[src/hdl/fetch_params.svh]
`ifndef FETCH_PARAMS_SVH
`define FETCH_PARAMS_SVH

// PC after reset
`define FETCH_RESET_VEC     32'h1eceb000

// Instruction queue entries
`define IQ_DEPTH            16

// Direct-mapped cache, one 32-byte line per set
`define IC_SETS             16
`define IC_SET_BITS         $clog2(`IC_SETS)
`define IC_WORD_BITS        3
`define IC_BYTE_BITS        2
`define IC_TAG_BITS         (32 - `IC_SET_BITS - `IC_WORD_BITS - `IC_BYTE_BITS)
`define IC_LINE_BITS        256

// Memory burst geometry
`define BEAT_BITS           64
`define BEATS_PER_LINE      4

`endif
[src/hdl/fetch_pkg.sv]
`include "fetch_params.svh"

package fetch_pkg;

    // Address split as the cache sees it
    typedef struct packed {
        logic   [`IC_TAG_BITS-1:0]      tag;
        logic   [`IC_SET_BITS-1:0]      idx;
        logic   [`IC_WORD_BITS-1:0]     word;
        logic   [`IC_BYTE_BITS-1:0]     ofs;
    } fetch_addr_fields_t;

    // Raw for PC arithmetic, fields for cache indexing
    typedef union packed {
        logic   [31:0]                  raw;
        fetch_addr_fields_t             f;
    } fetch_addr_t;

    typedef struct packed {
        logic                           valid;
        fetch_addr_t                    addr;
    } ic_req_t;

    typedef struct packed {
        logic                           valid;
        logic   [31:0]                  inst;
        logic   [31:0]                  pc;     // PC of the fetched word
    } ic_resp_t;

    typedef struct packed {
        logic   [31:0]                  pc;
        logic   [31:0]                  inst;
    } iq_entry_t;

endpackage : fetch_pkg

[src/hdl/inst_queue.sv]
`timescale 1ns/100ps
`include "fetch_params.svh"

module inst_queue (
    input   logic                   clk,
    input   logic                   rst,

    input   logic                   flush_i,

    input   logic                   enq_i,
    input   fetch_pkg::iq_entry_t   entry_i,

    input   logic                   deq_i,
    output  fetch_pkg::iq_entry_t   entry_o,
    output  logic                   valid_o,

    output  logic                   space_o
);

    import fetch_pkg::*;

    localparam int PTR_W = $clog2(`IQ_DEPTH);
    localparam logic [PTR_W:0] FULL      = `IQ_DEPTH;
    localparam logic [PTR_W:0] SPACE_MAX = `IQ_DEPTH - 2;

    iq_entry_t              mem     [`IQ_DEPTH];
    logic   [PTR_W-1:0]     rd_ptr;
    logic   [PTR_W-1:0]     wr_ptr;
    logic   [PTR_W:0]       count;
    logic                   pop;

    assign pop     = deq_i && valid_o;
    assign valid_o = (count != '0);
    assign space_o = (count <= SPACE_MAX);     // Room for the request in flight
    assign entry_o = mem[rd_ptr];

    always_ff @(posedge clk) begin
        if (rst || flush_i) begin
            rd_ptr <= '0;
            wr_ptr <= '0;
            count  <= '0;
        end else begin
            if (enq_i) begin
                wr_ptr <= wr_ptr + 1'b1;
            end
            if (pop) begin
                rd_ptr <= rd_ptr + 1'b1;
            end
            count <= count + {{PTR_W{1'b0}}, enq_i} - {{PTR_W{1'b0}}, pop};
        end
    end

    always_ff @(posedge clk) begin
        if (enq_i) begin
            mem[wr_ptr] <= entry_i;
        end
    end

    no_overflow: assert property (
        @(posedge clk) disable iff (rst)
        (enq_i && !flush_i) |-> (count < FULL)
    ) else $error("inst_queue: enqueue while full");

endmodule : inst_queue

[config.mk]
export PLATFORM = sky130hd
export DESIGN_NAME = inst_queue
export DESIGN_NICKNAME = d
export VERILOG_FILES = /design/src/hdl/fetch_pkg.sv /design/src/hdl/inst_queue.sv
export VERILOG_INCLUDE_DIRS = /design/src /design/src/hdl
export SDC_FILE = /design/constraint.sdc
export NUM_CORES = 1
export LEC_CHECK = 0
export ABC_CLOCK_PERIOD_IN_PS = 4000
export BUFFER_PORTS_ARGS = -buffer_cell sky130_fd_sc_hd__buf_2
export CORE_MARGIN = 1
export CORE_UTILIZATION = 50
export CTS_CLUSTER_DIAMETER = 200
export CTS_CLUSTER_SIZE = 12
export DETAILED_ROUTE_END_ITERATION = 8
export GPL_TIMING_DRIVEN = 0
export HOLD_SLACK_MARGIN = 0.02
export PLACE_DENSITY = 0.74
export SYNTH_ARGS = -nofsm -noshare
export SYNTH_HDL_FRONTEND = slang
export SYNTH_SLANG_ARGS = --single-unit
[constraint.sdc]
create_clock -name clk -period 4 [get_ports clk]
set_input_delay 0.2 -clock clk [delete_from_list [all_inputs] [get_ports clk]]
set_output_delay 0.2 -clock clk [all_outputs]
set_load 0.01 [all_outputs]
==> impl_metrics.tcl <==
set metrics [dict create \
    outcome "finished, final reports clean" \
    clock_sinks 1041 \
    htree_levels 3 \
    leakagePower_uw 0.01396 \
    mostFrequentLayoutCell "edfxtp_1" \
    cellPowerDensity_nw_per_um2 497.8 \
    grt_pass1_wl_microns 128700 \
    fin_cells 3052 \
    cp-endpoint "entry_o[28]" \
    ant_nets 0 \
    routedWlPerCell_microns 29.10 \
    fillers 5401 \
    drive_gt1_share_pct 28.02 \
    core_area_sq_um 77470 \
    hold_ws_ns 0.1151 \
    io-pin-count 135 \
    synth_cell_types 32 \
    r2r_end "count[4]" \
    crit_arrival_ns 3.32 \
    yosysSeqAreaShare_pct 79.39 \
    hold_buffers 66 \
    ctsLongestPathBuffers 3 \
    ff2ff_setup_slack_ns 0.96 \
    grt_pass1_vias 19453 \
    finalCriticalPeriod_ns 3.525 \
    drtIter0Drc 2173 \
    track_usage_pct 22.81 \
    fin_skew_ns 0.01222 \
    timing.fmax_mhz 283.7 \
    final.setup.tns_ns 0 \
    rsz0062_at_grt "false" \
    synth_nets 1755 \
    fp.dieArea_sq_um 79450 \
    worst_pin_slew_ns 1.080 \
    total_power_uw 22320 \
    hold_violations 0 \
    path_clk_slew_ns 0.06 \
    clock_latency_ns 0.65 \
    post_drt_via_cell_ratio 6.151 \
    syn_area_sq_um 39160 \
    cts_root_buf "clkbuf_16" \
    ctsResizeCount 0 \
    dpl.cell_count 2861 \
    syn2layout_area_growth_pct 14.51 \
    relSlewSlack_pct 27.97 \
    port_buffers 134 \
    synth_seq_cells 1041 \
    via_count 18773 \
    gp_congestion 0.7353 \
    synth_area_per_cell_sq_um 23.44 \
    drv_cap 0 \
    yosys_warnings 0 \
    critPathKind "reg2out" \
    cts_tree "yes" \
    route.detailed.drc 0 \
    cts_setup_buffers 0 \
    setup_viol 0 \
    r2r_start "count[2]" \
    period_share_pct 88.12 \
    finalWirelength_microns 88830 \
    antenna_found_initial 7 \
    die_w_microns 281.9 \
    dr.pass1.iters 6 \
    utilization_pct 57.89 \
    final_nets 2069 \
    syn_inst 1671 \
    mostFrequentLayoutCells "edfxtp_1, mux4_2, buf_2, a22oi_1, clkbuf_16" \
    slew_viol_final 0 \
    die_h_microns 281.9 \
    worst-r2r-cell-count 15 \
    dp_hpwl_microns 49710 \
    initial_core_util_pct 50.55 \
    peakVddDrop_v 0.0002750 \
    required_ns 3.80 \
    end_kind "primary output" \
    overflow 0 \
    tritoncts.num_buffers 96 \
    critPathLaunchType "flip-flop" \
    rows 102 \
    grt_max_degree 49 \
    hp-class "in2reg" \
    cp_max_fo 10 \
]
-- synthesized netlist by cell type --
cell | number | area [sq um]
buf_6 | 13 | 146.4
nor2b_1 | 2 | 12.51
nor3b_1 | 1 | 7.510
and2_1 | 17 | 106.4
or4b_1 | 1 | 10.01
buf_1 | 13 | 48.80
nand2b_1 | 1 | 6.260
nor3_1 | 2 | 10.01
and3_1 | 2 | 12.51
a21oi_1 | 3 | 15.01
buf_4 | 6 | 45.04
mux2i_1 | 1 | 10.01
o21a_1 | 1 | 7.510
nand2_1 | 68 | 255.2
and3b_1 | 1 | 8.760
or2_2 | 1 | 6.260
a21o_1 | 1 | 7.510
buf_2 | 16 | 80.08
a31oi_1 | 1 | 6.260
a22oi_1 | 128 | 960.9
edfxtp_1 | 1024 | 30750
fa_1 | 1 | 20.02
nand4_1 | 1 | 6.260
nand3_1 | 4 | 20.02
nor2_1 | 14 | 52.55
inv_1 | 13 | 48.80
ha_1 | 14 | 175.2
mux4_2 | 256 | 5766
xor2_1 | 6 | 52.55
dfxtp_1 | 17 | 340.3
xnor2_1 | 2 | 17.52
clkbuf_1 | 40 | 150.1
-- worst max-delay path, stage by stage, from the launching register on --
cell and delay [ns]:
dfxtp_1 0.41, nor2b_1 0.15, clkbuf_1 0.81, clkbuf_1 0.66, a22oi_1 0.32, nand2_1 0.18, buf_2 0.15
-- per-stage QoR --
stage,area (sq um),setup WS [ns]
2_1_floorplan,39160,1.226
3_3_place_gp,41130,-0.7111
3_5_place_dp,41560,0.9986
4_1_cts,44830,0.5205
5_1_grt,44840,0.3731
6_report,44840,0.4750
-- where the power goes --
part | leakage (uW) | internal (uW) | switching [uW]
Sequential | 0.00939 | 12100 | 40.5
Combinational | 0.00329 | 1010 | 1100
Clock | 0.00128 | 4480 | 3620
Total | 0.0140 | 17600 | 4760
-- worst min path at each step --
stage	startpoint	end	depth (start not counted)
final	rst	wr_ptr[3]	4
after global routing	rst	flip-flop	4
after CTS	rst	wr_ptr[3]	4
after detailed placement	rd_ptr[3]	rd_ptr[3]	2
after global placement	rd_ptr[1]	rd_ptr[1]	2
after floorplan	entry_i[0]	mem[0][0]	0
-- cells by family (layout without fill, tap and decap cells) --
| group | count (synthesis) | after routing | share of synthesized area (%) |
|---|---|---|---|
| multiplexers | 257 | 257 | 14.75 |
| AO/OA/AOI/OAI | 134 | 134 | 2.546 |
| other | 0 | 3 | 0 |
| buffers and inverters | 101 | 439 | 1.326 |
| adder cells (fa/ha/maj) | 15 | 15 | 0.4984 |
| XOR/XNOR | 8 | 8 | 0.1789 |
| flip-flops | 1041 | 1041 | 79.39 |
| AND/OR/NAND/NOR | 115 | 115 | 1.313 |
-- cell type report --
cell class / instances / area [sq um] / share of cell area, %
diodes: 3 / 7.507 / 0.01674
plain buffers: 88 / 470.5 / 1.049
clock buffers: 119 / 2595 / 5.787
clock inverters: 3 / 22.52 / 0.05022
inverters: 13 / 48.80 / 0.1088
multi-input cells: 529 / 7595 / 16.94
flip-flops and latches: 1041 / 31090 / 69.33
well taps: 1040 / 1301 / 2.902
repair buffers: 216 / 1712 / 3.817
-- layer usage --
layer  track usage (%)  share of wire [%]  vias up
met5                 0              0.042        -
met1             31.07                 39     9963
met2             37.40                 50      945
met4             7.232                2.5        6
li1                  -                  -     7705
met3             4.475                8.4      154
-- flip-flops by register name, summed over array words and instances, names as in the netlist, named ones only --
name / flops
mem: 1024
rd_ptr: 4
wr_ptr: 4
count: 5
Power figures use the tool's default switching activity.
