### src/hdl/fetch_params.svh
`ifndef FETCH_PARAMS_SVH
`define FETCH_PARAMS_SVH

// PC after reset
`define FETCH_RESET_VEC     32'h1eceb000

// Instruction queue entries
`define IQ_DEPTH            16

// Direct-mapped cache, one 32-byte line per set
`define IC_SETS             16
`define IC_SET_BITS         $clog2(`IC_SETS)
`define IC_WORD_BITS        3
`define IC_BYTE_BITS        2
`define IC_TAG_BITS         (32 - `IC_SET_BITS - `IC_WORD_BITS - `IC_BYTE_BITS)
`define IC_LINE_BITS        256

// Memory burst geometry
`define BEAT_BITS           64
`define BEATS_PER_LINE      4

`endif
### src/hdl/fetch_pkg.sv
`include "fetch_params.svh"

package fetch_pkg;

    // Address split as the cache sees it
    typedef struct packed {
        logic   [`IC_TAG_BITS-1:0]      tag;
        logic   [`IC_SET_BITS-1:0]      idx;
        logic   [`IC_WORD_BITS-1:0]     word;
        logic   [`IC_BYTE_BITS-1:0]     ofs;
    } fetch_addr_fields_t;

    // Raw for PC arithmetic, fields for cache indexing
    typedef union packed {
        logic   [31:0]                  raw;
        fetch_addr_fields_t             f;
    } fetch_addr_t;

    typedef struct packed {
        logic                           valid;
        fetch_addr_t                    addr;
    } ic_req_t;

    typedef struct packed {
        logic                           valid;
        logic   [31:0]                  inst;
        logic   [31:0]                  pc;     // PC of the fetched word
    } ic_resp_t;

    typedef struct packed {
        logic   [31:0]                  pc;
        logic   [31:0]                  inst;
    } iq_entry_t;

endpackage : fetch_pkg

### src/hdl/fetch_unit.sv
`timescale 1ns/100ps
`include "fetch_params.svh"

module fetch_unit (
    input   logic                   clk,
    input   logic                   rst,

    input   logic                   redirect_i,
    input   logic   [31:0]          redirect_pc_i,

    input   logic                   space_i,
    input   logic                   bmem_ready_i,

    input   fetch_pkg::ic_resp_t    resp_i,
    output  fetch_pkg::ic_req_t     req_o
);

    import fetch_pkg::*;

    fetch_addr_t    pc;
    logic           outstanding;        // Request sent, response not yet back
    logic           issue;

    // One request in flight at a time, never in a redirect cycle
    assign issue = !outstanding && space_i && bmem_ready_i && !redirect_i;

    always_comb begin
        req_o.valid = issue;
        req_o.addr  = pc;
    end

    always_ff @(posedge clk) begin
        if (rst) begin
            pc.raw      <= `FETCH_RESET_VEC;
            outstanding <= 1'b0;
        end else if (redirect_i) begin
            pc.raw      <= redirect_pc_i;
            outstanding <= 1'b0;        // Cache drops the old response
        end else if (issue) begin
            outstanding <= 1'b1;
        end else if (resp_i.valid) begin
            outstanding <= 1'b0;
            pc.raw      <= pc.raw + 32'd4;
        end
    end

    // A response only answers the request still in flight
    resp_in_flight: assert property (
        @(posedge clk) disable iff (rst)
        resp_i.valid |-> outstanding
    ) else $error("fetch_unit: response without an outstanding request");

endmodule : fetch_unit

### config.mk
export PLATFORM = sky130hd
export DESIGN_NAME = fetch_unit
export DESIGN_NICKNAME = d
export VERILOG_FILES = /design/src/hdl/fetch_pkg.sv /design/src/hdl/fetch_unit.sv
export VERILOG_INCLUDE_DIRS = /design/src /design/src/hdl
export SDC_FILE = /design/constraint.sdc
export NUM_CORES = 1
export LEC_CHECK = 0
export BUFFER_PORTS_ARGS = -buffer_cell sky130_fd_sc_hd__buf_2
export CORE_AREA = 3 3 96 98
export DETAILED_ROUTE_END_ITERATION = 6
export DIE_AREA = 0 0 99 101
export PLACE_DENSITY = 0.55
export SLEW_MARGIN = 0
export SYNTH_ARGS = -nofsm -noshare
export SYNTH_HDL_FRONTEND = slang
export SYNTH_SLANG_ARGS = --single-unit
### constraint.sdc
create_clock -name clk -period 2.3 [get_ports clk]
set_clock_uncertainty 0.15 [all_clocks]
set_input_delay 0.115 -clock clk [delete_from_list [all_inputs] [get_ports clk]]
set_output_delay 0.115 -clock clk [all_outputs]
set_load 0.005 [all_outputs]
==> flow_metrics.py, run 1 <==
metrics = {
    "route": {
        "wl_met3_um": 447,
        "detail-route-antenna-nets": 0,
        "routedWlPerCell_um": 15.9,
        "drt-initial-drc-count": 225,
        "drc": 0,
        "via_per_inst": 5.28,
        "drt_pass1_iterations": 4,
        "met2_length_um": 3580,
        "vias": 2552,
        "wl_met1_um": 3570,
        "top_layer": "met4",
        "wl_um": 7690,
    },
    "worst_setup_path": {
        "reg2reg_slack_ps": 90,
        "cp_slowest_cell": "or4_1",
        "path_buf_inv": 1,
        "cp_max_fo": 9,
        "cp-startpoint": "outstanding",
        "startpoint_type": "flip-flop",
        "slowest_delay_ps": 550,
        "critPathTopFamily": "simple AND/OR/NAND/NOR gates",
        "critPathKind": "reg -> reg",
        "end_kind": "flip-flop",
        "required_ps": 2350,
        "cp_common_cell": "or4_1",
        "reg2reg_from": "outstanding",
        "cp_cell_sequence": "and3b_2 > or4_1 > buf_4 > or4_1 > a311oi_1",
        "worstPathArrival_ps": 2260,
    },
    "timing": {
        "finalCritPeriodShare": 0.960,
        "slew-limit-headroom": 0.549,
        "hold_viol": 0,
        "timing.hold.ws_ps": 10.5,
        "setup_viol": 0,
        "min_period_ps": 2210,
        "tns_ps": 0,
        "drv_slew": 0,
        "fmax_mhz": 453,
        "tightest_slew_ps": 670,
        "rsz0062_at_grt": "no",
    },
    "yosys": {
        "synthFlopType": "dfxtp_1",
        "netlist_area_um2": 2110,
        "synth_top_area_share": 0.313,
        "synth_top_family_by_area": "simple AND/OR/NAND/NOR gates",
        "synth_nets": 376,
        "synth-xor-area-share": 0.0249,
        "synth-edff-count": 0,
        "synth_compound_area_frac": 0.212,
        "synth_mux_area_frac": 0.00947,
        "yosys.area.top_type": "dfxtp_1",
        "synthAdderAreaFrac": 0.00592,
        "synth-seq-cells": 33,
        "synth_warnings": 0,
        "synth_cell_types": 49,
        "netlist_instances": 273,
        "async_reset_ff_frac": 0,
        "synthSimpleGateAreaFrac": 0.375,
        "synthTopCellsByArea": "dfxtp_1 31%, nor2_1 4.6%, a311oi_1 4.6%, and4_1 4.6%, nand4_1 3.8%",
        "avgSynthCellArea_um2": 7.74,
        "synth_seq_area_share": 0.313,
    },
    "die": {
        "die_area_um2": 10000,
        "die_width_um": 99,
        "num_rows": 34,
        "io_pins": 135,
        "core_area_um2": 8550,
        "die_y_um": 101,
        "start_util": 0.247,
    },
    "clock_network": {
        "clockBufferDepth": 2,
        "cts_tree": "yes",
        "root_buffer": "clkbuf_8",
        "clk_latency_ps": 290,
        "htreeDepth": 2,
        "cts-buffers-inserted": 5,
        "clk_pin_slew_worst_paths_ps": 70,
        "clock-sinks": 33,
        "cts_setup_buffers": 0,
    },
    "power": {
        "swShare": 0.292,
        "p_leak_nw": 1.22,
        "power.density_nw_per_um2": 486,
        "power_frac_comb": 0.208,
        "ir_drop_uv": 204,
        "power_frac_seq": 0.453,
        "clkPwrFrac": 0.339,
        "p_int_mw": 1.04,
        "power.switching_uw": 428,
    },
    "min_path": {
        "worst_hold_path_type": "in -> reg",
        "hold_path.startpoint": "redirect_pc_i[7]",
    },
    "finish": {
        "diodes": 0,
        "layout-drive-gt1-share": 0.285,
        "nNetsFinal": 477,
        "fillers": 916,
        "areaGrowthSynthToFinish_pct": 42.8,
    },
    "global_route": {
        "grt_first_pass_wirelength_um": 12400,
        "grt_pass1_vias": 2481,
        "grt_overflow": 0,
        "grt_max_degree": 41,
        "antenna_found_initial": 0,
        "gr-usage-all-layers": 0.153,
    },
    "placement": {
        "gp_congestion": 0.832,
        "numPortBuffers": 70,
        "dp_hpwl_um": 5670,
    },
    "outcome": {
        "status": "finished clean",
    },
    "run": {
        "cap_violations": 0,
    },
}
cells in the mapped netlist, types with 3 or more instances:
library cell,instances
and4_1,11
or4_1,10
nand3_1,10
clkbuf_1,19
and3_1,8
a211oi_1,9
a21oi_1,7
dfxtp_1,33
nand4_1,13
o21ai_0,5
o31ai_1,6
a2111oi_0,4
nand2_1,18
nor2_1,26
inv_1,7
nor4_1,7
a311oi_1,11
and2_1,4
nor3_1,16
xor2_1,5
or3_1,4
a31oi_1,3
metrics by stage:
step	total power [mW]	setup WS [ps]	utilization	instances	instance area, um2
final	1.47	93.0	0.353	483	3020
after global routing	1.54	22.7	0.353	483	3020
after CTS	1.48	101	0.353	483	3020
after detailed placement	0.952	108	0.314	452	2690
after global placement	0.948	132	0.314	452	2690
after floorplan	0.806	84.2	-	273	2110
sequential cells by signal, summed over array words and instances, names as in the netlist:
register and flops:
pc 32, outstanding 1
kinds of logic (layout without fill, tap and decap cells):
kind of cell / after synthesis / after routing
compound gates: 59 / 59
xor+xnor: 6 / 6
fa+ha+maj: 1 / 1
buf+inv: 32 / 134
flops: 33 / 33
mux: 2 / 2
simple gates: 140 / 140
layout make-up:
cell class,instances,area [um2],share of cell area
multi-input combinational,208,1330,0.439
timing repair buffer,117,761,0.252
clock buffer,7,96.3,0.0319
clock inverter,1,5.00,0.00166
tap,108,135,0.0448
inverter,9,33.8,0.0112
sequential,33,661,0.219
repair_timing:
| action | in CTS | in global routing |
|---|---|---|
| hold endpoints to repair | 23 | 0 |
| hold buffers | 23 | 0 |
| resized for setup | 0 | 0 |
per-layer routing:
| layer | GRT usage | up-vias |
|---|---|---|
| li1 | - | 1267 |
| met1 | 0.203 | 1188 |
| met2 | 0.246 | 87 |
| met3 | 0.0374 | 10 |
| met4 | 0.0462 | 0 |
| met5 | 0 | - |
layout by cell type, fill, tap and decap left out, types with 2 or more instances in the layout:
cell type       n
nand3_1        10
mux2i_1         2
nand4_1        13
o31ai_1         6
a31oi_1         3
nand3b_1        2
buf_2          70
nor2b_1         2
a2111oi_0       4
buf_4          24
nor2_1         26
and3_1          8
a21oi_1         7
and2_1          4
nand2_1        18
o32ai_1         2
or3_1           4
inv_1           7
and4_1         11
xor2_1          5
a211oi_1        9
nor3b_1         2
nor4_1          7
dfxtp_1        33
dlygate4sd3_1  23
nor4b_1         2
nor3_1         16
nand2b_1        2
a311oi_1       11
or4_1          10
clkbuf_8        7
o21ai_0         5
o211ai_1        2
o31a_1          2
worst reg2reg max path: stages, from the launching register on:
cell	delay, ps
dfxtp_1	340
and3b_2	230
or4_1	550
buf_4	200
or4_1	400
a311oi_1	260
path summary, 6_finish.rpt:
| kind | endpoint | cells after the start |
|---|---|---|
| max | pc[16] | 5 |
| min | pc[7] | 4 |
| min reg2reg | pc[0] | 2 |
| max reg2reg | pc[16] | 5 |
power by group through the flow:
stage / combinational [mW] / sequential [mW] / clock (mW)
global route: 0.339 / 0.670 / 0.535
detailed placement: 0.276 / 0.676 / 0
global placement: 0.274 / 0.674 / 0
CTS: 0.308 / 0.663 / 0.510
floorplan: 0.132 / 0.674 / 0
finish: 0.305 / 0.664 / 0.497
(Power assumes the default switching activity.)
==> inputs of run 2 (changes only) <==
Settings changed: REMOVE_ABC_BUFFERS from default to 1.
==> run 2 against run 1 <==
Sequential share of layout area is essentially flat. Worst setup slack lost 2.7 ps. Combinational power grew 1%. Non-clock buffer count is the same. Clock power shrank 11%. Largest cell class unchanged. Core utilization shrank 0.059 points.
==> flow_metrics.py, run 2 (synthesis results as in run 1) <==
metrics = {
    "die": {
        "die_width_um": 99,
        "core_area_um2": 8550,
        "die_y_um": 101,
        "num_rows": 34,
        "io_pins": 135,
        "die_area_um2": 10000,
        "start_util": 0.247,
    },
    "route": {
        "detail-route-antenna-nets": 0,
        "drt_pass1_iterations": 4,
        "routedWlPerCell_um": 15.6,
        "via_per_inst": 5.40,
        "drc": 0,
        "wl_um": 7550,
        "vias": 2610,
        "drt-initial-drc-count": 143,
    },
    "finish": {
        "multi_input_area_um2": 1340,
        "fillers": 900,
        "reg_top3": "pc (32), outstanding (1)",
        "ff_latch_area_um2": 661,
        "diodes": 0,
        "nNetsFinal": 477,
        "layout-drive-gt1-share": 0.291,
        "largest_register": "pc",
        "mostFrequentLayoutCells": "70 x buf_2, 33 x dfxtp_1, 26 x nor2_1",
        "largest_reg_flops": 32,
        "final_cells": 483,
        "final_common_cell": "buf_2",
        "areaGrowthSynthToFinish_pct": 42.6,
    },
    "worst_setup_path": {
        "required_ps": 2360,
        "worstPathArrival_ps": 2270,
        "cp_max_fo": 5,
        "r2r_cells": 5,
        "critPathKind": "reg -> reg",
        "startpoint_type": "flip-flop",
        "end_kind": "flip-flop",
    },
    "timing": {
        "slew-limit-headroom": 0.627,
        "drv_slew": 0,
        "timing.hold.ws_ps": 1.25,
        "hold_viol": 0,
        "finalCritPeriodShare": 0.961,
        "tightest_slew_ps": 554,
        "min_period_ps": 2210,
        "tns_ps": 0,
        "fmax_mhz": 453,
        "rsz0062_at_grt": "no",
        "setup_viol": 0,
    },
    "placement": {
        "dp.cells": 452,
        "gp_congestion": 0.840,
        "dp_hpwl_um": 5610,
        "numPortBuffers": 70,
    },
    "global_route": {
        "grt_overflow": 0,
        "grt_first_pass_wirelength_um": 12400,
        "grt_max_degree": 41,
        "grt_pass1_vias": 2487,
        "gr-usage-all-layers": 0.152,
        "antenna_found_initial": 0,
    },
    "power": {
        "power.density_nw_per_um2": 470,
        "ir_drop_uv": 173,
        "power_mw": 1.42,
        "p_leak_nw": 1.21,
    },
    "outcome": {
        "status": "finished clean",
    },
    "clock_network": {
        "clk_latency_ps": 290,
        "cts_setup_buffers": 0,
        "htreeDepth": 2,
        "root_buffer": "clkbuf_8",
        "clockBufferDepth": 2,
        "cts_tree": "yes",
        "clk_pin_slew_worst_paths_ps": 80,
        "clock-sinks": 33,
        "cts-buffers-inserted": 5,
    },
    "min_path": {
        "worst_hold_path_type": "in -> reg",
        "hold_depth": 4,
    },
    "run": {
        "cap_violations": 0,
    },
}
[run 2: cell count changes in the layout (fill, tap and decap cells not counted), sizes merged]
cell	change
clkinv	+1
clkinvlp	+1
clkbuf	-2
[run 2: report_power, final]
group	switching, mW	leakage, nW	internal [mW]
combinational	0.151	0.896	0.158
clock	0.234	0.0439	0.209
sequential	0.0503	0.274	0.613
[run 2: timing repair]
item,4_1_cts,5_1_grt
hold buffers,23,0
resized for setup,0,2
endpoints found under the setup margin,0,2
hold endpoints to repair,23,0
[run 2: per-layer routing]
layer / track usage / wire length (um) / vias up
met5: 0 / 0 / -
met4: 0.0347 / 90 / 0
met3: 0.0291 / 394 / 11
met2: 0.242 / 3400 / 83
met1: 0.212 / 3660 / 1249
li1: - / - / 1267
[run 2: worst paths after layout]
path | startpoint | to | slack, ps
hold / removal | redirect_pc_i[7] | pc[7] | 1
setup / recovery | outstanding | pc[16] | 90
hold reg to reg | pc[1] | pc[1] | 340
setup reg to reg | outstanding | pc[16] | 90
[run 2: critical path, cell delays in order, from the launching register on]
cell and delay [ps]:
dfxtp_1 360, and3b_2 240, or4_4 540, buf_4 170
or4_1 410, a311oi_2 260
[run 2: final cells by class]
| class | instances | share of cell area |
|---|---|---|
| clock inverters | 3 | 0.00581 |
| repair buffers | 117 | 0.252 |
| clock buffers | 5 | 0.0228 |
| well taps | 108 | 0.0449 |
| multi-input cells | 208 | 0.444 |
| inverters | 9 | 0.0112 |
| flip-flops and latches | 33 | 0.219 |
[run 2: through the flow]
stage / utilization / worst slack (ps) / cell area [um2]
5_1_grt: 0.352 / 33.4 / 3010
4_1_cts: 0.351 / 66.2 / 3000
3_5_place_dp: 0.314 / 80.5 / 2690
3_3_place_gp: 0.314 / 102 / 2690
2_1_floorplan: - / -20.8 / 2020
6_report: 0.352 / 90.3 / 3010
