<file path="config.mk">
export PLATFORM = sky130hd
export DESIGN_NAME = line_assembler
export DESIGN_NICKNAME = d
export VERILOG_FILES = /design/src/hdl/line_assembler.sv
export VERILOG_INCLUDE_DIRS = /design/src /design/src/hdl
export SDC_FILE = /design/constraint.sdc
export NUM_CORES = 1
export LEC_CHECK = 0
export ABC_CLOCK_PERIOD_IN_PS = 2500
export BUFFER_PORTS_ARGS = -buffer_cell sky130_fd_sc_hd__clkbuf_2
export CAP_MARGIN = 20
export CORE_AREA = 2 2 151 153
export DETAILED_ROUTE_END_ITERATION = 10
export DIE_AREA = 0 0 153 155
export PLACE_DENSITY = 0.79
export SETUP_SLACK_MARGIN = 0.15
export SKIP_CTS_REPAIR_TIMING = 1
export SYNTH_ARGS = -nofsm -noshare
export SYNTH_HDL_FRONTEND = slang
export SYNTH_SLANG_ARGS = --single-unit
</file>
<file path="constraint.sdc">
create_clock -name clk -period 2.5 [get_ports clk]
set_input_delay 0.5 -clock clk [delete_from_list [all_inputs] [get_ports clk]]
set_output_delay 0.5 -clock clk [all_outputs]
set_load 0.005 [all_outputs]
</file>
<file path="src/hdl/fetch_params.svh">
`ifndef FETCH_PARAMS_SVH
`define FETCH_PARAMS_SVH

// PC after reset
`define FETCH_RESET_VEC     32'h1eceb000

// Instruction queue entries
`define IQ_DEPTH            16

// Direct-mapped cache, one 32-byte line per set
`define IC_SETS             16
`define IC_SET_BITS         $clog2(`IC_SETS)
`define IC_WORD_BITS        3
`define IC_BYTE_BITS        2
`define IC_TAG_BITS         (32 - `IC_SET_BITS - `IC_WORD_BITS - `IC_BYTE_BITS)
`define IC_LINE_BITS        256

// Memory burst geometry
`define BEAT_BITS           64
`define BEATS_PER_LINE      4

`endif
</file>
<file path="src/hdl/line_assembler.sv">
`timescale 1ns/100ps
`include "fetch_params.svh"

module line_assembler (
    input   logic                       clk,
    input   logic                       rst,

    input   logic   [`BEAT_BITS-1:0]    bmem_rdata_i,
    input   logic                       bmem_rvalid_i,
    input   logic   [31:0]              bmem_raddr_i,

    output  logic [`IC_LINE_BITS-1:0]   line_o,
    output  logic                       line_valid_o
);

    localparam int BEAT_W = $clog2(`BEATS_PER_LINE);
    localparam logic [BEAT_W-1:0] LAST_BEAT = BEAT_W'(`BEATS_PER_LINE - 1);

    logic   [BEAT_W-1:0]    beat_q;         // Slot for the next beat
    logic   [31:0]          burst_addr_q;   // Line address of the current burst

    always_ff @(posedge clk) begin
        if (rst) begin
            beat_q       <= '0;
            line_valid_o <= 1'b0;
        end else begin
            line_valid_o <= bmem_rvalid_i && (beat_q == LAST_BEAT);
            if (bmem_rvalid_i) begin
                beat_q <= beat_q + 1'b1;    // Wraps after the last beat
            end
        end
    end

    always_ff @(posedge clk) begin
        if (bmem_rvalid_i) begin
            line_o[beat_q*`BEAT_BITS +: `BEAT_BITS] <= bmem_rdata_i;    // Lowest beat first
            if (beat_q == '0) begin
                burst_addr_q <= bmem_raddr_i;
            end
        end
    end

    same_burst_addr: assert property (
        @(posedge clk) disable iff (rst)
        (bmem_rvalid_i && (beat_q != '0)) |-> (bmem_raddr_i == burst_addr_q)
    ) else $error("line_assembler: bmem_raddr changed inside a burst");

endmodule : line_assembler

</file>
==> out/results.tsv, run 1 <==
stage	metric	value	unit
routing	avgRoutedWirePerCell	20.8	um
timing	worstMarginPinSlew	1010	ps
die	dieArea	23700	um2
grt	grt_max_degree	108	
die	die_height	155	um
power	p_leak	5.56	nW
clock_network	cts_sinks	259	
timing	fin_ws	478	ps
critical_path	critical_path_arrival	2400	ps
cells_and_area	fin_nets	1009	
synth	yosysWarnings	0	
timing	max_freq	495	MHz
placed_design	gp_congestion	0.793	
cells_and_area	drive_above_1_share	41.6	%
grt	overflow	0	
critical_path	critical_path_class	reg -> reg	
clock_network	clockBufferDepth	3	
power	ir_drop	670	uV
power	internal_power	7.63	mW
grt	grt.total_usage	20.5	%
cells_and_area	area_delta_synth_final	28.2	%
routing	route.detailed.vias_per_inst	5.14	
timing	post-route-period-util	80.9	%
synth	synth.avg_cell_area	16.8	um2
run_status	outcome	completed	
power	p_comb_share	9.6	%
timing	maxSlewHeadroom	32.4	%
die	start_util	44.2	%
routing	ant_nets	0	
routing	post-route-drc-count	0	
timing	skew	6.26	ps
grt	grt_pass1_wl	37.7	mm
timing	hold_viol	0	
die	row_count	55	
placed_design	place_ws	494	ps
power	power.total	9.88	mW
synth	synth_area_leaders	edfxtp_1 (78%), and3_1 (12%), and2_1 (4.4%), buf_2 (1.8%), buf_6 (0.80%)	
routing	first_iter_violations	381	
clock_network	numCtsBuffers	26	
power	p_switching	2.25	mW
synth	netlist_instances	585	
die	core-area	22200	um2
synth	syn-cell-area	9820	um2
placed_design	io_buffer_count	323	
power	power.share.clock	39.1	%
timing	final.setup.tns	0	ps
power	power_frac_seq	51.3	%
cells_and_area	final_common_cell	clkbuf_2	
power	power.density	784	nW/um2
critical_path	start_kind	flip-flop	
routing	dr.pass1.iters	7	
worst_hold_path	hp-class	in -> reg	
critical_path	path_max_fanout	46	
cells_and_area	antenna_cells	0	
clock_network	clkLatencyLatePin	510	ps
synth	yosysTopAreaCell	edfxtp_1	
synth	yosys_register_bits	259	
timing	timing.final.crit_period	2020	ps
clock_network	htreeDepth	1	
timing	rsz0062_at_grt	no	
synth	synthesis.nets	689	
placed_design	dp_hpwl	15.8	mm
synth	yosysUniqueCellTypes	19	
cells_and_area	final_cell_mix	clkbuf_2 (323), edfxtp_1 (256), and3_1 (186)	
synth	yosys.area.top_type_share	78.3	%
timing	slew_viol_final	0	
clock_network	clkTransAtPathRegs	60	ps
routing	wl	25.2	mm
clock_network	cts-root-buf	clkbuf_16	
die	ios	356	
timing	setup_viol	0	
power	switching_share	22.7	%
grt	grt_pass1_vias	6293	
die	die_width	153	um
synth	ys_seq_area_share	78.9	%
critical_path	cp.required	2880	ps
routing	vias	6218	
critical_path	end_kind	flip-flop	
flow_run	max-cap-violations	0	
grt	antenna_found_initial	0	
clock_network	cts_tree	built	
==> power by group through the flow <==
stage | Clock (mW) | Combinational, mW | Sequential, mW
floorplan | 0 | 0.438 | 5.18
global placement | 0 | 0.925 | 5.15
detailed placement | 0 | 0.955 | 5.16
CTS | 3.92 | 0.956 | 5.07
global route | 4.08 | 1.03 | 5.08
finish | 3.87 | 0.945 | 5.07
==> synthesized netlist by cell type <==
master,instances
inv_1,2
nor2_2,1
and3_1,186
edfxtp_1,256
mux2i_1,1
xnor2_1,1
nand2_1,1
nor3b_1,3
buf_6,7
nor2_1,2
nor4bb_4,1
nor2b_1,3
clkbuf_1,4
buf_4,1
and3b_1,3
buf_2,36
ha_1,5
and2_1,69
dfxtp_1,3
==> metal layers <==
layer | global-route usage [%] | routed length (um) | vias to the layer above
li1 | - | - | 2845
met1 | 25.8 | 9770 | 3030
met2 | 35.3 | 12900 | 298
met3 | 4.76 | 1880 | 45
met4 | 6.92 | 669 | 0
met5 | 0 | 0 | -
==> logic make-up (layout without fill, tap and decap cells) <==
group	count (synthesis)	after routing	share of synthesized area (%)
and+or+nand+nor	269	269	17.4
DFF	259	259	78.9
buffers and inverters	50	390	2.94
adders and majority gates	5	5	0.637
xor gates and xnor gates	1	1	0.0892
muxes	1	1	0.102
==> final timing paths <==
| kind | start | to | slack [ps] | cells after the start |
|---|---|---|---|---|
| worst max-delay path | beat_q[1] | line_o[105] | 480 | 5 |
| worst min-delay path | rst | beat_q[0] | 190 | 2 |
| worst max register to register | beat_q[1] | line_o[105] | 480 | 5 |
| worst min register to register | beat_q[1] | beat_q[1] | 560 | 2 |
==> critical path, cell delays in order, from the launching register on <==
cell and delay, ps:
dfxtp_1 380, inv_1 100, ha_1 480, and2_2 430, buf_12 290, and3_1 200
==> stage by stage <==
step	instances	util [%]	area, um2	hold WS, ps
after floorplan	585	-	9830	514
after global placement	1162	52.9	11700	541
after detailed placement	1162	52.9	11700	556
after CTS	1210	56.7	12600	175
after global routing	1210	56.7	12600	182
final	1210	56.7	12600	194
==> sequential cells by signal, indices dropped and copies added (netlist names) <==
| signal | flops |
|---|---|
| line_valid_o | 1 |
| beat_q | 2 |
| line_o | 256 |
==> layout make-up <==
class | count | area [um2]
fill | 1731 | 9630
sequential | 259 | 7750
timing repair buffer | 340 | 1820
multi-input combinational | 276 | 1820
clock buffer | 34 | 702
tap | 285 | 357
clock inverter | 14 | 145
inverter | 2 | 7.51
(Power assumes the default switching activity.)
==> run 2, diff against run 1 <==
Settings changed: ABC_CLOCK_PERIOD_IN_PS 2500 to 2100, PLACE_DENSITY 0.79 to 0.76.
Clock period 2.5 ns to 2.1 ns, I/O delays scaled along.
==> run 2 against run 1 <==
  * Sequential power rose by 19%
  * Setup slack got worse by 180 ps
  * First-iteration DRC count grew 7.6%
  * Critical endpoint is now line_o[128]
  * Highest routed layer unchanged
==> out/results.tsv, run 2 (synthesized netlist as in run 1, its figures left out) <==
stage	metric	value	unit
run_status	outcome	completed	
grt	grt_pass1_wl	37.2	mm
cells_and_area	final_cell_mix	clkbuf_2 (323), edfxtp_1 (256), and3_1 (186)	
clock_network	clkTransAtPathRegs	60	ps
cells_and_area	final_common_cell	clkbuf_2	
routing	dr.pass1.iters	4	
placed_design	place_ws	85.3	ps
routing	post-route-drc-count	0	
placed_design	gp_congestion	0.786	
die	die_width	153	um
critical_path	end_kind	flip-flop	
routing	first_iter_violations	410	
routing	avgRoutedWirePerCell	20.9	um
routing	ant_nets	0	
critical_path	start_kind	flip-flop	
cells_and_area	fin_nets	1011	
timing	timing.final.crit_period	1800	ps
cells_and_area	fin_util	57.0	%
grt	grt_pass1_vias	6290	
cells_and_area	drive_above_1_share	41.7	%
timing	hold_viol	0	
timing	post-route-period-util	85.7	%
routing	route.detailed.vias_per_inst	5.16	
placed_design	dp_hpwl	15.3	mm
clock_network	cts_sinks	259	
worst_hold_path	hp-class	in -> reg	
critical_path	path_max_fanout	37	
cells_and_area	area_delta_synth_final	29.0	%
clock_network	htreeDepth	1	
clock_network	clockBufferDepth	3	
critical_path	path_cells	inv_1, ha_4, nor2b_4, buf_12, and3_1	
timing	slew_viol_final	0	
worst_hold_path	worstHoldStart	rst	
critical_path	critical_path_class	reg -> reg	
timing	worstMarginPinSlew	699	ps
cells_and_area	largest_reg_flops	256	
routing	dr_wl_met3	1.93	mm
timing	rsz0062_at_grt	no	
grt	overflow	0	
critical_path	r2r-start	beat_q[1]	
critical_path	cp.required	2470	ps
power	p_leak	5.57	nW
critical_path	reg2regPathDepth	5	
cells_and_area	top_regs	line_o x256, beat_q x2, line_valid_o x1	
power	power.density	924	nW/um2
routing	m1WireLength	10.0	mm
die	ios	356	
timing	setup_viol	0	
power	ir_drop	690	uV
power	power.total	11.7	mW
timing	max_freq	555	MHz
die	dieArea	23700	um2
die	start_util	44.2	%
timing	final.setup.tns	0	ps
routing	vias	6247	
timing	skew	7.31	ps
worst_hold_path	hold_depth	2	
cells_and_area	design_area	12700	um2
grt	grt.total_usage	20.2	%
routing	met2_length	12.8	mm
placed_design	io_buffer_count	323	
cells_and_area	regMostFlops	line_o	
placed_design	dpl_cell_area	11800	um2
routing	top_layer	met4	
clock_network	numCtsBuffers	26	
critical_path	cpMaxStageDelayCell	nor2b_4	
clock_network	cts_tree	built	
timing	fin_ws	300	ps
die	row_count	55	
flow_run	max-cap-violations	0	
timing	maxSlewHeadroom	53.2	%
grt	grt_max_degree	117	
routing	wl	25.3	mm
critical_path	reg2reg_slack	300	ps
critical_path	critical_path_arrival	2170	ps
critical_path	crit_start	beat_q[1]	
cells_and_area	antenna_cells	0	
die	core-area	22200	um2
critical_path	slowest_delay	420	ps
die	die_height	155	um
clock_network	clkLatencyLatePin	510	ps
grt	antenna_found_initial	0	
clock_network	cts-root-buf	clkbuf_16	
[run 2: cell types whose count changed in the layout (fill, tap and decap cells not counted), sizes merged]
cell    previous run  this run
clkbuf           357       361
bufinv             3         2
nor2b              3         4
clkinv            10         7
[run 2: final timing paths]
check	endpoint
worst max register to register	line_o[128]
worst min-delay path	beat_q[1]
worst min register to register	beat_q[1]
worst max-delay path	line_o[128]
[run 2: cell type report]
cell class	instances	area (um2)
clock buffers	37	713
multi-input cells	277	1840
inverters	2	7.51
repair buffers	341	1910
clock inverters	10	97.6
well taps	285	357
fillers	1762	9550
flip-flops and latches	259	7750
[run 2: where the power goes]
group	internal, mW	switching [mW]	total, mW
Clock	2.60	1.85	4.45
Sequential	5.96	0.0669	6.03
Combinational	0.468	0.762	1.23
Total	9.03	2.68	11.7
[run 2: through the flow]
step,cells,hold WS (ps)
2_1_floorplan,585,492
3_3_place_gp,1161,546
3_5_place_dp,1161,549
4_1_cts,1208,91.1
5_1_grt,1211,102
6_report,1211,103
[run 2: per-layer routing]
layer  up-vias  GRT usage, %
li1       2843             -
met1      3080          25.4
met2       283          35.3
met3        41          4.90
met4         0          5.29
met5         -             0
[run 2: worst max-delay path, delay by kind of cell (launching register included)]
family,cells,cell delay (ps)
AND/OR/NAND/NOR,2,630
flip-flops,1,350
adder cells (fa/ha/maj),1,300
buffers and inverters,2,360
==> run 3, diff against run 2 <==
Settings changed: ABC_CLOCK_PERIOD_IN_PS 2100 to not set, PLACE_DENSITY 0.76 to 0.73.
==> run 3 against run 2 <==
  * Clock power increased by 8.1%
  * Sequential cell count is the same
  * Highest routed layer unchanged
  * Design area increased by 0.80%
  * Global-route usage increased by 0.10 points
  * Largest power group unchanged
  * Worst hold slack improved by 1.6 ps
  * Clock skew grew 12 ps
  * Largest cell class unchanged
  * Die area is the same
==> out/results.tsv, run 3 (synthesized netlist as in run 1, its figures left out) <==
stage	metric	value	unit
placed_design	dp_cells	1162	
routing	first_iter_violations	448	
grt	antenna_found_initial	0	
run_status	outcome	completed	
critical_path	timing.rr.end	line_o[40]	
grt	grt_pass1_vias	6340	
cells_and_area	top_regs	line_o x256, beat_q x2, line_valid_o x1	
worst_hold_path	whs_endpoint	beat_q[1]	
power	internal_power	9.38	mW
timing	rsz0062_at_grt	yes	
power	power.density	947	nW/um2
cells_and_area	fin_nets	1014	
placed_design	dp_hpwl	15.3	mm
clock_network	cts_tree	built	
grt	grt.total_usage	20.3	%
die	row_count	55	
timing	worstMarginPinSlew	683	ps
grt	grt_max_degree	113	
cells_and_area	drive_above_1_share	42.5	%
critical_path	cpMaxStageDelayCell	dfxtp_2	
routing	route.detailed.vias_per_inst	5.19	
power	p_switching	2.71	mW
critical_path	slowest_delay	340	ps
timing	max_freq	530	MHz
die	die_width	153	um
critical_path	path_cells	inv_1, ha_2, buf_4, nor4bb_4, buf_6, buf_12, and2_1	
clock_network	numCtsBuffers	26	
worst_hold_path	worstHoldStart	rst	
worst_hold_path	hp-class	in -> reg	
critical_path	crit_family	buffers and inverters	
power	ir_drop	614	uV
routing	dr.pass1.iters	5	
die	core-area	22200	um2
power	power_frac_seq	49.9	%
die	start_util	44.2	%
cells_and_area	multi_input_area	1830	um2
cells_and_area	final_common_cell	clkbuf_2	
cells_and_area	final_cell_mix	clkbuf_2 (323), edfxtp_1 (256), and3_1 (186)	
critical_path	crit_start	beat_q[1]	
die	dieArea	23700	um2
cells_and_area	fin_cells	1213	
die	ios	356	
timing	setup_viol	0	
routing	avgRoutedWirePerCell	21.0	um
critical_path	critical_path_arrival	2270	ps
critical_path	path_max_fanout	32	
clock_network	clkTransAtPathRegs	60	ps
routing	vias	6292	
timing	whs	105	ps
cells_and_area	antenna_cells	0	
cells_and_area	design_area	12800	um2
placed_design	gp_congestion	0.772	
cells_and_area	ff_latch_area	7750	um2
clock_network	cts_sinks	259	
routing	post-route-drc-count	0	
routing	ant_nets	0	
critical_path	end_kind	flip-flop	
timing	skew	19.1	ps
critical_path	reg2reg_slack	210	ps
routing	wl	25.5	mm
critical_path	critical_path_class	reg -> reg	
flow_run	max-cap-violations	0	
cells_and_area	largest_reg_flops	256	
timing	post-route-period-util	89.8	%
placed_design	io_buffer_count	323	
cells_and_area	num-fill-cells	1771	
grt	grt_pass1_wl	37.5	mm
cells_and_area	area_delta_synth_final	30.0	%
clock_network	clockBufferDepth	3	
critical_path	reg2regPathDepth	7	
timing	timing.final.crit_period	1890	ps
power	p_leak	5.63	nW
critical_path	r2r-start	beat_q[1]	
placed_design	dpl_cell_area	11800	um2
grt	overflow	0	
critical_path	cp.required	2480	ps
clock_network	clkLatencyLatePin	520	ps
timing	maxSlewHeadroom	54.3	%
timing	slew_viol_final	0	
critical_path	start_kind	flip-flop	
power	switching_share	22.4	%
timing	final.setup.tns	0	ps
timing	hold_viol	0	
die	die_height	155	um
clock_network	htreeDepth	1	
power	power.share.clock	39.8	%
critical_path	worst-path-buf-inv	4	
power	p_comb_share	10.4	%
cells_and_area	regMostFlops	line_o	
worst_hold_path	hold_depth	2	
clock_network	cts-root-buf	clkbuf_16	
## run 3: worst max-delay path by stage
stage,end,depth (start not counted)
finish,line_o[40],7
global route,line_o[5],7
CTS,line_o[150],5
detailed placement,line_o[171],5
global placement,line_o[171],5
floorplan,line_o[192],2
## run 3: layout make-up
| type | instances | share of cell area (%) |
|---|---|---|
| timing repair buffer | 344 | 15.2 |
| sequential | 259 | 60.7 |
| clock inverter | 15 | 1.55 |
| tap | 285 | 2.79 |
| multi-input combinational | 277 | 14.3 |
| clock buffer | 31 | 5.41 |
| inverter | 2 | 0.0588 |
## run 3: worst register-to-register path, stage by stage (launching register included)
cell	delay [ps]
dfxtp_2	340
inv_1	100
ha_2	320
buf_4	180
nor4bb_4	270
buf_6	180
buf_12	210
and2_1	160
## run 3: routing by layer
metal	up-vias	share of wire (%)	GRT usage (%)
li1	2845	-	-
met1	3095	40	26.2
met2	316	50	34.4
met3	36	7.9	5.10
met4	0	2.1	5.60
met5	-	0	0
## run 3: per-stage QoR
step	utilization (%)	total power [mW]	setup WS, ps
3_3_place_gp	53.1	7.28	142
3_5_place_dp	53.1	7.31	144
2_1_floorplan	-	6.69	186
6_report	57.5	12.1	215
5_1_grt	57.5	12.5	134
4_1_cts	57.1	12.1	82.0
## run 3: power by group through the flow
stage / logic [mW] / registers (mW) / clock network [mW]
after floorplan: 0.523 / 6.17 / 0
after global placement: 1.15 / 6.13 / 0
after detailed placement: 1.17 / 6.14 / 0
after CTS: 1.17 / 6.03 / 4.87
after global routing: 1.35 / 6.05 / 5.06
final: 1.25 / 6.03 / 4.81
